===== src/include/speed_ctrl_cfg.svh =====
`ifndef SPEED_CTRL_CFG_SVH
`define SPEED_CTRL_CFG_SVH

////////////////////////////////////////////////////
// Data widths
////////////////////////////////////////////////////

`define SPEED_WIDTH   8
`define ALERT_WIDTH   3

////////////////////////////////////////////////////
// Comfort levels
////////////////////////////////////////////////////

`define LEVEL_COUNT   8
// Reset level, also where alert-equal steers to
`define LEVEL_NEUTRAL 4

////////////////////////////////////////////////////
// Speed steps
////////////////////////////////////////////////////

`define STEP_SMALL    5
`define STEP_MID      10
`define STEP_LARGE    15
// Slow class cut and largest offset
`define STEP_SLOW     20

`endif


===== src/rtl/speed_ctrl_pkg.sv =====
`include "speed_ctrl_cfg.svh"

package speed_ctrl_pkg;

    // Plain vectors
    typedef logic [`SPEED_WIDTH-1:0]          speed_t;
    typedef logic [$clog2(`LEVEL_COUNT)-1:0]  level_t;
    typedef logic [`ALERT_WIDTH-1:0]          alert_code_t;

    // Driver alertness classes
    typedef enum logic [1:0] {
        cls_stop,
        cls_slow,
        cls_drowsy,
        cls_alert
    } alert_class_t;

    // Set speed relative to current speed
    typedef enum logic [1:0] {
        rel_below,
        rel_equal,
        rel_above
    } relation_t;

    typedef enum logic [2:0] {
        cmd_brake,
        cmd_slow,
        cmd_offset,
        cmd_set,
        cmd_hold
    } cmd_kind_t;

endpackage


===== src/rtl/decision_if.sv =====
`timescale 1ns/100ps

interface decision_if;
    import speed_ctrl_pkg::*;

    alert_class_t alert_class;
    relation_t    relation;
    speed_t       speed_set;
    speed_t       speed_now;

    modport source (
        output alert_class,
        output relation,
        output speed_set,
        output speed_now
    );

    modport sink (
        input alert_class,
        input relation,
        input speed_set,
        input speed_now
    );

endinterface


===== src/rtl/input_classifier.sv =====
`timescale 1ns/100ps

module input_classifier (
    input  logic                         clock,
    input  logic                         rst_n,
    input  speed_ctrl_pkg::speed_t       speed_set,
    input  speed_ctrl_pkg::speed_t       speed_now,
    input  speed_ctrl_pkg::alert_code_t  alertness,
    decision_if.source                   dec
);
    import speed_ctrl_pkg::*;

    alert_class_t class_d;
    relation_t    relation_d;

    // Alertness decode, any code with the top bit set is alert
    always_comb begin
        casez (alertness)
            3'b000:  class_d = cls_stop;
            3'b001:  class_d = cls_slow;
            3'b01?:  class_d = cls_drowsy;
            default: class_d = cls_alert;
        endcase
    end

    always_comb begin
        if (speed_set < speed_now) begin
            relation_d = rel_below;
        end else if (speed_set == speed_now) begin
            relation_d = rel_equal;
        end else begin
            relation_d = rel_above;
        end
    end

    always_ff @(posedge clock) begin
        if (!rst_n) begin
            dec.alert_class <= cls_alert;
            dec.relation    <= rel_equal;
            dec.speed_set   <= '0;
            dec.speed_now   <= '0;
        end else begin
            dec.alert_class <= class_d;
            dec.relation    <= relation_d;
            dec.speed_set   <= speed_set;
            dec.speed_now   <= speed_now;
        end
    end

endmodule


===== src/rtl/level_fsm.sv =====
`timescale 1ns/100ps
`include "speed_ctrl_cfg.svh"

module level_fsm (
    input  logic                        clock,
    input  logic                        rst_n,
    decision_if.sink                    dec,
    output speed_ctrl_pkg::level_t      level,
    output speed_ctrl_pkg::cmd_kind_t   cmd_kind,
    output speed_ctrl_pkg::level_t      offset_index
);
    import speed_ctrl_pkg::*;

    typedef enum level_t {
        lvl_0, lvl_1, lvl_2, lvl_3,
        lvl_4, lvl_5, lvl_6, lvl_7
    } level_state_t;

    localparam level_t LEVEL_TOP = level_t'(`LEVEL_COUNT - 1);
    localparam level_t LEVEL_MID = level_t'(`LEVEL_NEUTRAL);

    level_state_t state;
    level_state_t state_next;
    level_t       level_up;
    level_t       level_down;

    // Neighbours of the present level, clamped at the ends
    assign level_up   = (state == LEVEL_TOP) ? LEVEL_TOP : level_t'(state + 1'b1);
    assign level_down = (state == lvl_0) ? lvl_0 : level_t'(state - 1'b1);

    always_comb begin
        state_next   = state;
        offset_index = state;
        case (dec.alert_class)
            cls_stop, cls_slow: state_next = lvl_0;
            cls_drowsy: begin
                if (state == lvl_7 && dec.relation == rel_above) begin
                    state_next = lvl_6;
                end
            end
            default: begin
                case (dec.relation)
                    rel_below: begin
                        state_next   = level_state_t'(level_up);
                        offset_index = level_up;
                    end
                    rel_above: begin
                        state_next   = level_state_t'(level_down);
                        offset_index = level_down;
                    end
                    default: state_next = level_state_t'(LEVEL_MID);
                endcase
            end
        endcase
    end

    // Neutral index means no offset, hold only when set is above current
    always_comb begin
        if (dec.alert_class == cls_stop) begin
            cmd_kind = cmd_brake;
        end else if (dec.alert_class == cls_slow) begin
            cmd_kind = cmd_slow;
        end else if (dec.alert_class == cls_alert && dec.relation == rel_equal) begin
            cmd_kind = cmd_set;
        end else if (offset_index == LEVEL_MID) begin
            cmd_kind = (dec.relation == rel_above) ? cmd_hold : cmd_set;
        end else begin
            cmd_kind = cmd_offset;
        end
    end

    always_ff @(posedge clock) begin
        if (!rst_n) begin
            state <= level_state_t'(LEVEL_MID);
        end else begin
            state <= state_next;
        end
    end

    assign level = state;

endmodule


===== src/rtl/speed_command.sv =====
`timescale 1ns/100ps
`include "speed_ctrl_cfg.svh"

module speed_command (
    input  logic                        clock,
    input  logic                        rst_n,
    decision_if.sink                    dec,
    input  speed_ctrl_pkg::cmd_kind_t   cmd_kind,
    input  speed_ctrl_pkg::level_t      offset_index,
    output logic                        brake,
    output speed_ctrl_pkg::speed_t      speed_cmd
);
    import speed_ctrl_pkg::*;

    localparam int SPEED_MAX = (1 << `SPEED_WIDTH) - 1;

    // Signed speed offset per level, entry 4 is the neutral level
    localparam int OFFSET_TABLE [`LEVEL_COUNT] = '{
        -`STEP_SLOW,
        -`STEP_LARGE,
        -`STEP_MID,
        -`STEP_SMALL,
        0,
        `STEP_SMALL,
        `STEP_MID,
        `STEP_LARGE
    };

    logic   brake_next;
    speed_t speed_next;

    // Add a signed step and clamp to the speed range
    function automatic speed_t sat_add(input speed_t base, input int delta);
        int sum;
        sum = int'(base) + delta;
        if (sum < 0) begin
            return '0;
        end else if (sum > SPEED_MAX) begin
            return '1;
        end
        return speed_t'(sum);
    endfunction

    always_comb begin
        brake_next = 1'b0;
        speed_next = dec.speed_now;
        case (cmd_kind)
            cmd_brake: begin
                brake_next = 1'b1;
                speed_next = '0;
            end
            cmd_slow:   speed_next = sat_add(dec.speed_now, -`STEP_SLOW);
            cmd_offset: speed_next = sat_add(dec.speed_now, OFFSET_TABLE[offset_index]);
            cmd_set:    speed_next = dec.speed_set;
            default:    speed_next = dec.speed_now;
        endcase
    end

    ////////////////////////////////////////////////////
    // Output registers
    ////////////////////////////////////////////////////

    always_ff @(posedge clock) begin
        if (!rst_n) begin
            brake     <= 1'b0;
            speed_cmd <= '0;
        end else begin
            brake     <= brake_next;
            speed_cmd <= speed_next;
        end
    end

endmodule


===== src/rtl/speed_ctrl_top.sv =====
`timescale 1ns/100ps

module speed_ctrl_top (
    input  logic                         clock,
    input  logic                         rst_n,
    input  speed_ctrl_pkg::speed_t       speed_set,
    input  speed_ctrl_pkg::speed_t       speed_now,
    input  speed_ctrl_pkg::alert_code_t  alertness,
    output logic                         brake,
    output speed_ctrl_pkg::speed_t       speed_cmd,
    output speed_ctrl_pkg::level_t       level
);
    import speed_ctrl_pkg::*;

    cmd_kind_t cmd_kind;
    level_t    offset_index;

    decision_if dec0 ();

    // Stage 1 registers the samples
    input_classifier classifier0 (
        .clock      (clock),
        .rst_n      (rst_n),
        .speed_set  (speed_set),
        .speed_now  (speed_now),
        .alertness  (alertness),
        .dec        (dec0.source)
    );

    // Stage 2 updates level and outputs together
    level_fsm fsm0 (
        .clock        (clock),
        .rst_n        (rst_n),
        .dec          (dec0.sink),
        .level        (level),
        .cmd_kind     (cmd_kind),
        .offset_index (offset_index)
    );

    speed_command command0 (
        .clock        (clock),
        .rst_n        (rst_n),
        .dec          (dec0.sink),
        .cmd_kind     (cmd_kind),
        .offset_index (offset_index),
        .brake        (brake),
        .speed_cmd    (speed_cmd)
    );

endmodule


===== config.mk =====
export PLATFORM = sky130hd
export DESIGN_NAME = speed_ctrl_top
export DESIGN_NICKNAME = d
export VERILOG_FILES = /design/src/rtl/speed_ctrl_pkg.sv /design/src/rtl/decision_if.sv /design/src/rtl/input_classifier.sv /design/src/rtl/level_fsm.sv /design/src/rtl/speed_command.sv /design/src/rtl/speed_ctrl_top.sv
export VERILOG_INCLUDE_DIRS = /design/src /design/src/include
export SDC_FILE = /design/constraint.sdc
export NUM_CORES = 1
export LEC_CHECK = 0
export BUFFER_PORTS_ARGS = -buffer_cell sky130_fd_sc_hd__buf_2
export CAP_MARGIN = 5
export CORE_AREA = 5 5 67 99
export CTS_CLUSTER_SIZE = 10
export DETAILED_ROUTE_END_ITERATION = 16
export DIE_AREA = 0 0 72 104
export HOLD_SLACK_MARGIN = 0.05
export PLACE_DENSITY_LB_ADDON = 0.25
export SLEW_MARGIN = 20
export SYNTH_ARGS = -nofsm -noshare
export SYNTH_HDL_FRONTEND = slang
export SYNTH_SLANG_ARGS = --single-unit

===== constraint.sdc =====
create_clock -name clock -period 4 [get_ports clock]
set_input_delay 0.6 -clock clock [delete_from_list [all_inputs] [get_ports clock]]
set_output_delay 0.6 -clock clock [all_outputs]
set_load 0.005 [all_outputs]

## Word-level counts from Yosys, hierarchy flattened

Memories as Yosys holds them, arrays and structs flattened.
Cells that the tools add are included.

| cells by class | value |
|---|---|
| add/sub/neg operators | 4 |
| magnitude comparators | 6 |
| equal/unequal tests | 14 |
| mux-type cells | 31 |
| bitwise gates (word level) | 2 |
| reduce and logical (&&, ||, !) cells | 10 |

Operators with widths:

| operator | count |
|---|---|
| $gt A32 B9 Y1 const B | 2 |
| $lt A32 B1 Y1 const B | 2 |
| $mux W32 | 2 |
| $mux W8 | 6 |
| $add A9 B32 Y32 | 1 |
| $pmux W8 S4 | 1 |
| $mux W3 | 9 |
| $pmux W3 S2 | 3 |
| $add A9 B6 Y10 const B | 1 |
| $logic_not A3 Y1 | 3 |
| $eq A8 B8 Y1 | 1 |
| $lt A8 B8 Y1 | 1 |
| $mux W1 | 8 |
| $eq A2 B1 Y1 const B | 3 |
| $eq A2 B2 Y1 const B | 3 |
| $eq A3 B1 Y1 const B | 2 |
| $eq A3 B2 Y1 const B | 2 |
| $eq A3 B3 Y1 const B | 2 |
| $pmux W2 S3 | 1 |
| $ge A4 B4 Y1 const B | 1 |
| $logic_not A2 Y1 | 2 |
| $not A3 Y4 | 1 |
| $reduce_or A2 Y1 | 2 |
| $add A3 B1 Y3 const B | 1 |
| 6 further kinds | 7 |

| word-level totals | value |
|---|---|
| register bits | 32 |
| ROM bits | 256 |
| input port bits | 21 |
| output and inout port bits | 12 |
| logic and storage cells | 76 |
| memories kept | 1 |

Memories:

| memory | words | width | rd ports | clocked after memory_dff | wr ports | line | text |
|---|---|---|---|---|---|---|---|
| (no name shown) | 8 | 32 | 1 | 0 | 0 | speed_command.sv:53 | `cmd_offset: speed_next = sat_add(dec.speed_now, OFFSET_TABLE[offset_index]);` |

## Logic depth before layout (Yosys ltp)

Gate-level depths: netlist (run 1).

| logic depth | value |
|---|---|
| depth after elaboration | 15 |
| mapped depth | 22 |
| depth with buffers taken out | 22 |

## Cells and area by module

A second synthesis (run 1) with hierarchy kept.

| second synthesis, totals | value |
|---|---|
| cell total of the unflattened synthesis | 290 |
| area total of the unflattened synthesis | 2,479.9 um^2 |

By module, submodules not included:

| module | times used | cells an instance | area each (um^2) | sequential area each (um^2) |
|---|---|---|---|---|
| speed_command | 1 | 158 | 1,270.0 | 180.2 |
| input_classifier | 1 | 72 | 762.0 | 400.4 |
| level_fsm | 1 | 60 | 447.9 | 60.1 |

## Least setup slack after synthesis (run 1)

No wires, ideal clock.

| timing | value |
|---|---|
| path kind | register to register |
| from | reg fsm0.state[0] (netlist: fsm0.level[0]) |
| to | reg command0.speed_cmd[7] |
| library setup time | 136 ps |
| data arrival time | 3,972 ps |
| required time | 3,864 ps |
| setup slack | -108 ps |
| stages on the path, launching flop included | 22 |
| path buffers | 0 |
| clock period less this slack | 4,108 ps |
| path through | dfxtp_1 > inv_1 > ha_1 > inv_1 > ha_1 > nor2b_4 > nor3_1 > a32oi_4 > mux2i_1 > ha_1 > a21o_1 > a21oi_1 > a21boi_0 > o21ai_0 > a21boi_0 > o21ai_0 > ha_1 > nand4b_1 > nor2_1 > nand3_1 > a31oi_1 > a31oi_1 |

| between the ends | value |
|---|---|
| longest elaborated chain between the ends | 15 |
| elaborated cells between the ends (all ways) | 30 |
| classes of those cells | 3 x add/sub; 2 x order compare; 5 x eq/ne; 16 x mux; 1 x bitwise; 2 x reduce/logical; 1 x memory |

Ends and longest elaborated chain:

| item | line | text |
|---|---|---|
| from (decl) | level_fsm.sv:22 | `level_state_t state;` |
| from (signal assigned) | level_fsm.sv:74 | `state <= level_state_t'(LEVEL_MID);` |
| from (signal assigned) | level_fsm.sv:76 | `state <= state_next;` |
| $sub A3 B1 Y3, or another cell as far along | level_fsm.sv:29 | `assign level_down = (state == lvl_0) ? lvl_0 : level_t'(state - 1'b1);` |
| $mux W3, on equally long branches | level_fsm.sv:29, level_fsm.sv:28 |  |
| $pmux W3 S2 | level_fsm.sv:42 | `case (dec.relation)` |
| $mux W3 * | level_fsm.sv:34 | `case (dec.alert_class)` |
| $not A3 Y4 (not written as such) | speed_command.sv:53 |  |
| $mem_v2 Z8 W32 | -- |  |
| $mux W32 (not written as such) (2 in series) | speed_command.sv:53 |  |
| $add A9 B32 Y32 | speed_command.sv:35 | `sum = int'(base) + delta;` |
| $gt A32 B9 Y1 | speed_command.sv:38 | `end else if (sum > SPEED_MAX) begin` |
| $mux W1 | speed_command.sv:38 |  |
| $mux W1 | speed_command.sv:36 | `if (sum < 0) begin` |
| $mux W1 | speed_command.sv:47 | `case (cmd_kind)` |
| $mux W8 | speed_command.sv:41 | `return speed_t'(sum);` |
| $pmux W8 S4 * | speed_command.sv:47 |  |
| to (signal assigned) | speed_command.sv:69 | `speed_cmd <= speed_next;` |
| to (decl) | speed_command.sv:11 | `output speed_ctrl_pkg::speed_t speed_cmd` |

Every way passes the cells marked *; elsewhere a longest branch is shown, timed or not. The select of a mux whose other input is x is not followed.
A chain may end at the register's enable or synchronous reset.

## Worst setup path after layout (run 1)

| timing | value |
|---|---|
| from | reg fsm0.state[1] (netlist: fsm0.level[1]) |
| to | reg command0.speed_cmd[7] |

The elaborated chain is that of the path after synthesis.

==> results.toml, run 1 <==
[run_status]
status = "completed"

[logic_synthesis]
avgSynthCellArea_um2 = 8.84
synth_edf_count = 0
synth_area_mm2 = 0.00260
yosys.area.top_type = "dfxtp_1"
synth_flop_cell = "dfxtp_1"
async_reset_ff_share_pct = 0
yosysMostFrequentCell = "ha_1"
synth_commonest_cells = "ha_1 (34), dfxtp_1 (32), inv_1 (24), nor2_1 (21)"
yosysTopAreaCellShare_pct = 24.6
synth_cells = 294
ys_types = 62
ys_ff_latch = 32
synth_nets = 350
ys_warn_count = 0
yosysSeqAreaShare_pct = 24.6
synth.area.top_cells = "dfxtp_1 (25%), ha_1 (16%), and2_1 (3.8%)"

[finish]
areaGrowthSynthToFinish_pct = 21.2
design_area_mm2 = 0.00315
fin_util_pct = 55.3
fin_cells = 420
seq_area_um2 = 646
multiInputGateArea_mm2 = 0.00186
n_antenna_cell = 0
fill_cells = 570
fin_nets = 403
drive_gt1_share_pct = 29.3

[floorplan]
row_count = 34
core_area_mm2 = 0.00570
die_x_um = 72
initial_core_util_pct = 45.6
io-pin-count = 33
die_y_um = 104
die-area_mm2 = 0.00749

[clock_network]
clock_latency_ns = 0.28
clock_sinks = 32
ctsHtreeMaxLevel = 2
clockRootBuffer = "clkbuf_8"
postCtsHoldBufs = 0
path_clk_slew_ns = 0.07
numCtsBuffers = 5
clockBufferDepth = 2
cts_tree = "done"

[placement]
placed_area_mm2 = 0.00295
placed_cells = 410
portBuffers = 32
dpl_worst_slack_ns = -0.0337
hpwl_um = 4820
gp_congestion = 0.942

[global_routing]
grt_pass1_vias = 2339
antenna_found_initial = 0
grt_usage_pct = 16.4
grt_pass1_wl_um = 10000
grt_max_degree = 33
gr-total-overflow = 0

[pwr]
p_leak_nw = 1.43
p_total_mw = 0.999
p_per_area_mw_per_mm2 = 317
ir_drop_mv = 0.159

[sta]
relSlewSlack_pct = 46.7
finalCriticalPeriod_ns = 3.81
finalMaxSlewViolations = 0
rsz0062_at_grt = "yes"
setup_viol = 0
tightest_slew_ns = 0.800
fin_ws_ns = 0.194
finalHoldViolCount = 0
fin_crit_sh_pct = 95.2
fmax_mhz = 263
worst_hold_slack_ns = 0.515
clock-skew-final_ns = 0.00396
tns_ns = 0

[routing]
drc = 0
wire_per_inst_um = 14.6
dr_total_vias = 2360
viasPerCell = 5.62
drt_iter0_drc = 56
ant_nets = 0
routed_wl_um = 6120
first_pass_iters = 4

[worst_hold_path]
hold_start = "alertness[1]"
hold_depth = 2
min_to = "classifier0.dec.alert_class[1]"
hold_class = "primary input to flip-flop"

[setup_path]
reg2reg_depth = 23
crit_type = "flip-flop to flip-flop"
worst_ep_arrival_time_ns = 3.96
r2r_setup_slack_ns = 0.19
critPathLaunchType = "flip-flop"
cp_max_fo = 4
worstReg2RegEnd = "command0.speed_cmd[7]"
end_kind = "flip-flop"
r2r-start = "fsm0.level[1]"
cp.required_ns = 4.15

[flow_run]
timing.max_cap.violations = 0
-- placed cells by master (no fill, tap or decap), types with 4 or more instances in the layout --
master	n
buf_2	32
a21oi_2	5
nand2_1	14
clkbuf_8	5
o221ai_1	6
and2_1	16
inv_1	22
o21ai_0	9
a31oi_1	10
ha_1	30
nor2b_1	7
dfxtp_1	30
a21oi_1	11
nor2_1	20
nand4_1	4
a221oi_1	7
a21o_1	4
xor2_1	4
a221o_1	6
nand2b_1	8
buf_4	27
-- per-layer routing --
layer | wire length [um] | vias to the layer above | global-route usage [%] | share of wire (%)
li1 | - | 1196 | - | -
met1 | 2440 | 1095 | 17.4 | 40
met2 | 3280 | 56 | 30.5 | 54
met3 | 217 | 13 | 1.64 | 3.5
met4 | 179 | 0 | 9.14 | 2.9
met5 | 0 | - | 0 | 0
-- report_power, final --
part | total [mW] | switching [mW] | internal (mW)
logic | 0.390 | 0.202 | 0.187
clock network | 0.247 | 0.124 | 0.124
registers | 0.362 | 0.0191 | 0.343
total | 0.999 | 0.345 | 0.654
-- worst max-delay path: stages, from the launching register on --
cell	delay (ns)
dfxtp_4	0.38
inv_4	0.04
ha_4	0.16
a21oi_2	0.11
nor2_1	0.06
a311oi_1	0.25
nor2_1	0.11
a21oi_2	0.16
ha_1	0.25
mux2i_1	0.16
ha_1	0.28
a21o_1	0.18
a21oi_2	0.15
a21boi_2	0.07
o21ai_1	0.17
a21boi_2	0.10
nor2_1	0.12
ha_2	0.18
nand2b_4	0.13
nor4_4	0.05
buf_4	0.17
a211o_1	0.26
o211ai_1	0.09
a31oi_1	0.05
-- layout make-up --
type	count	area share [%]
multi-input cells	224	59.0
flip-flops and latches	32	20.5
repair buffers	60	11.9
inverters	24	2.94
well taps	72	2.86
clock buffers	6	2.30
clock inverters	2	0.516
-- timing repair --
| action | in CTS | in global routing |
|---|---|---|
| pin swaps | 1 | 17 |
| resized for setup | 3 | 24 |
| setup endpoints to repair | 7 | 8 |
| buffers inserted | 0 | 4 |
-- worst max path at each step --
| stage | startpoint | end | slack [ns] | depth (start not counted) |
|---|---|---|---|---|
| 6_report | fsm0.level[1] | command0.speed_cmd[7] | 0.19 | 23 |
| 5_1_grt | fsm0.level[0] | command0.speed_cmd[6] | -0.04 | 21 |
| 4_1_cts | fsm0.level[1] | command0.speed_cmd[7] | 0.007 | 22 |
| 3_5_place_dp | fsm0.level[1] | command0.speed_cmd[7] | -0.03 | 22 |
| 3_3_place_gp | fsm0.level[1] | command0.speed_cmd[7] | -0.02 | 21 |
| 2_1_floorplan | fsm0.level[0] | command0.speed_cmd[7] | 0.07 | 21 |
-- logic make-up after synthesis --
| logic type | after synthesis | synth area share [%] |
|---|---|---|
| compound gates | 84 | 25.7 |
| xor+xnor | 7 | 2.36 |
| fa+ha+maj | 35 | 17.1 |
| buf+inv | 38 | 7.31 |
| flops | 32 | 24.6 |
| mux | 1 | 0.385 |
| simple gates | 97 | 22.5 |
-- registers in the layout, indices dropped and copies added, names as in the netlist --
register                     flops
classifier0.dec.alert_class      2
classifier0.dec.relation         2
classifier0.dec.speed_now        8
classifier0.dec.speed_set        8
command0.brake                   1
command0.speed_cmd               8
fsm0.level                       3
Power figures use the tool's default switching activity.
==> run 2: changes to the inputs <==
--- a/config.mk
+++ b/config.mk
@@ -6,12 +6,13 @@
 export SDC_FILE = /design/constraint.sdc
 export NUM_CORES = 1
 export LEC_CHECK = 0
+export ABC_AREA = 1
 export BUFFER_PORTS_ARGS = -buffer_cell sky130_fd_sc_hd__buf_2
 export CAP_MARGIN = 5
-export CORE_AREA = 5 5 67 99
+export CORE_AREA = 5 5 65 97
 export CTS_CLUSTER_SIZE = 10
 export DETAILED_ROUTE_END_ITERATION = 16
-export DIE_AREA = 0 0 72 104
+export DIE_AREA = 0 0 70 102
 export HOLD_SLACK_MARGIN = 0.05
 export PLACE_DENSITY_LB_ADDON = 0.25
 export SLEW_MARGIN = 20
==> results.toml, run 2 <==
[floorplan]
row_count = 33
core_area_mm2 = 0.00537
die_x_um = 70
die_y_um = 102
die-area_mm2 = 0.00714
io-pin-count = 33
initial_core_util_pct = 46.2

[pwr]
power_frac_clock_pct = 28.0
switching_share_pct = 34.4
p_per_area_mw_per_mm2 = 331
power_switching_mw = 0.332
seqPwrFrac_pct = 37.5
p_comb_share_pct = 34.5
p_leak_nw = 1.63
p_int_mw = 0.633
ir_drop_mv = 0.183

[setup_path]
end_kind = "flip-flop"
crit_path_end = "command0.speed_cmd[5]"
cp_max_fo = 8
cp.required_ns = 4.17
crit_type = "flip-flop to flip-flop"
worst_ep_arrival_time_ns = 3.88
r2r-start = "fsm0.level[0]"
r2r_setup_slack_ns = 0.29
critPathLaunch = "fsm0.level[0]"
critPathLaunchType = "flip-flop"
worstReg2RegEnd = "command0.speed_cmd[5]"
slowest_stage = "ha_1"
slowest_delay_ns = 0.36
cp_common_cell = "nand2_1"
reg2reg_depth = 25

[routing]
viasPerCell = 4.77
drt_iter0_drc = 63
dr_total_vias = 2297
ant_nets = 0
drc = 0
routed_wl_um = 5590
first_pass_iters = 4
wire_per_inst_um = 11.6

[finish]
areaGrowthSynthToFinish_pct = 17.3
final_common_cell = "nand2_1"
drive_gt1_share_pct = 19.4
n_antenna_cell = 0
top_regs = "classifier0.dec.speed_now x8, classifier0.dec.speed_set x8, command0.speed_cmd x8"
mostFrequentLayoutCells = "nand2_1 (82), inv_1 (75), ha_1 (34)"
fin_util_pct = 54.3
fin_nets = 468

[sta]
fin_crit_sh_pct = 92.8
setup_viol = 0
tns_ns = 0
finalHoldViolCount = 0
clock-skew-final_ns = 0.0131
finalCriticalPeriod_ns = 3.71
relSlewSlack_pct = 65.6
tightest_slew_ns = 0.515
finalMaxSlewViolations = 0
fmax_mhz = 269

[logic_synthesis]
synth_flop_cell = "dfxtp_1"
ys_types = 32
yosysSeqAreaShare_pct = 25.8
synth_nets = 424
synth.area.top_cells = "dfxtp_1 (26%), ha_1 (17%), nand2_1 (13%)"
yosysTopAreaCellShare_pct = 25.8
avgSynthCellArea_um2 = 6.75
async_reset_ff_share_pct = 0
ys_ff_latch = 32
synth_commonest_cells = "nand2_1 (84), inv_1 (75), ha_1 (34), dfxtp_1 (32), nand3_1 (29)"
synth_area_mm2 = 0.00248
yosysMostFrequentCell = "nand2_1"
synth_cells = 368
synth_edf_count = 0
yosys.area.top_type = "dfxtp_1"
ys_warn_count = 0

[clock_network]
numCtsBuffers = 5
clock_sinks = 32
clockBufferDepth = 2
clockRootBuffer = "clkbuf_8"
cts_tree = "done"
clock_latency_ns = 0.29
path_clk_slew_ns = 0.07
ctsHtreeMaxLevel = 2

[global_routing]
grt_max_degree = 31
gr-total-overflow = 0
grt_util_met2_pct = 32.5
grt_pass1_wl_um = 9560
grt_use_met1_pct = 17.0
grt_usage_pct = 16.5
grt_pass1_vias = 2274
grtUsageMet3_pct = 2.46
antenna_found_initial = 0
busiest_layer = "met2"

[placement]
hpwl_um = 4500
portBuffers = 32
gp_congestion = 0.894

[flow_run]
timing.max_cap.violations = 0

[worst_hold_path]
hold_class = "flip-flop to flip-flop"

[run_status]
status = "completed"
[run 2: metrics by stage]
stage | setup WS [ns] | power, mW | std cells | cell area (um2) | hold WS, ns
floorplan | 0.200 | 0.591 | 368 | 2480 | 0.463
global placement | 0.129 | 0.683 | 474 | 2770 | 0.490
detailed placement | 0.0469 | 0.689 | 474 | 2770 | 0.493
CTS | 0.0169 | 0.963 | 481 | 2860 | 0.492
global route | -0.00181 | 1.04 | 482 | 2910 | 0.512
finish | 0.288 | 0.965 | 482 | 2910 | 0.493
[run 2: worst min path at each step]
| stage | startpoint | end | slack, ns | depth (start not counted) |
|---|---|---|---|---|
| 2_1_floorplan | classifier0.dec.alert_class[0] | command0.brake | 0.46 | 1 |
| 3_3_place_gp | fsm0.level[0] | fsm0.level[0] | 0.49 | 2 |
| 3_5_place_dp | fsm0.level[0] | fsm0.level[0] | 0.49 | 2 |
| 4_1_cts | speed_set[0] | classifier0.dec.speed_set[0] | 0.49 | 3 |
| 5_1_grt | speed_now[5] | classifier0.dec.speed_now[5] | 0.51 | 3 |
| 6_report | fsm0.level[0] | fsm0.level[0] | 0.49 | 2 |
[run 2: power groups by stage]
stage | Combinational, mW | Sequential [mW] | Clock, mW
2_1_floorplan | 0.224 | 0.367 | 0
3_5_place_dp | 0.320 | 0.369 | 0
3_3_place_gp | 0.315 | 0.368 | 0
4_1_cts | 0.322 | 0.361 | 0.279
5_1_grt | 0.383 | 0.365 | 0.290
6_report | 0.333 | 0.362 | 0.270
[run 2: worst max-delay path, delay by kind of cell, from the launching register on]
family                     cells  cell delay (ns)
and+or+nand+nor               11             1.25
adders and majority gates      4             1.09
AOI/OAI and AO/OA              7             0.63
DFF                            1             0.35
buffers and inverters          3             0.26
[run 2: cell type report]
| type | count | area, um2 |
|---|---|---|
| fillers | 563 | 2450 |
| multi-input cells | 249 | 1540 |
| flip-flops and latches | 32 | 643 |
| inverters | 82 | 308 |
| repair buffers | 42 | 239 |
| clock buffers | 7 | 96.3 |
| well taps | 70 | 87.6 |
[run 2: kinds of logic (layout without fill, tap and decap cells)]
group | Yosys count | after routing | share of synthesized area [%]
adder cells (fa/ha/maj) | 35 | 35 | 17.9
buffers and inverters | 87 | 131 | 13.6
AND/OR/NAND/NOR | 149 | 149 | 27.0
XOR/XNOR | 9 | 9 | 3.18
flip-flops | 32 | 32 | 25.8
AO/OA/AOI/OAI | 56 | 56 | 12.5
[run 2: repair_timing]
| action | CTS | global route |
|---|---|---|
| gates resized for setup | 0 | 16 |
| hold buffers | 0 | 0 |
| hold endpoints to repair | 0 | 0 |
| buffers inserted | 0 | 1 |
| setup endpoints to repair | 0 | 8 |
[run 2: per-layer routing]
layer,wire [um],vias up,share of wire [%]
li1,-,1242,-
met1,2310,1007,41
met2,2980,36,53
met3,139,12,2.5
met4,157,0,2.8
met5,0,-,0
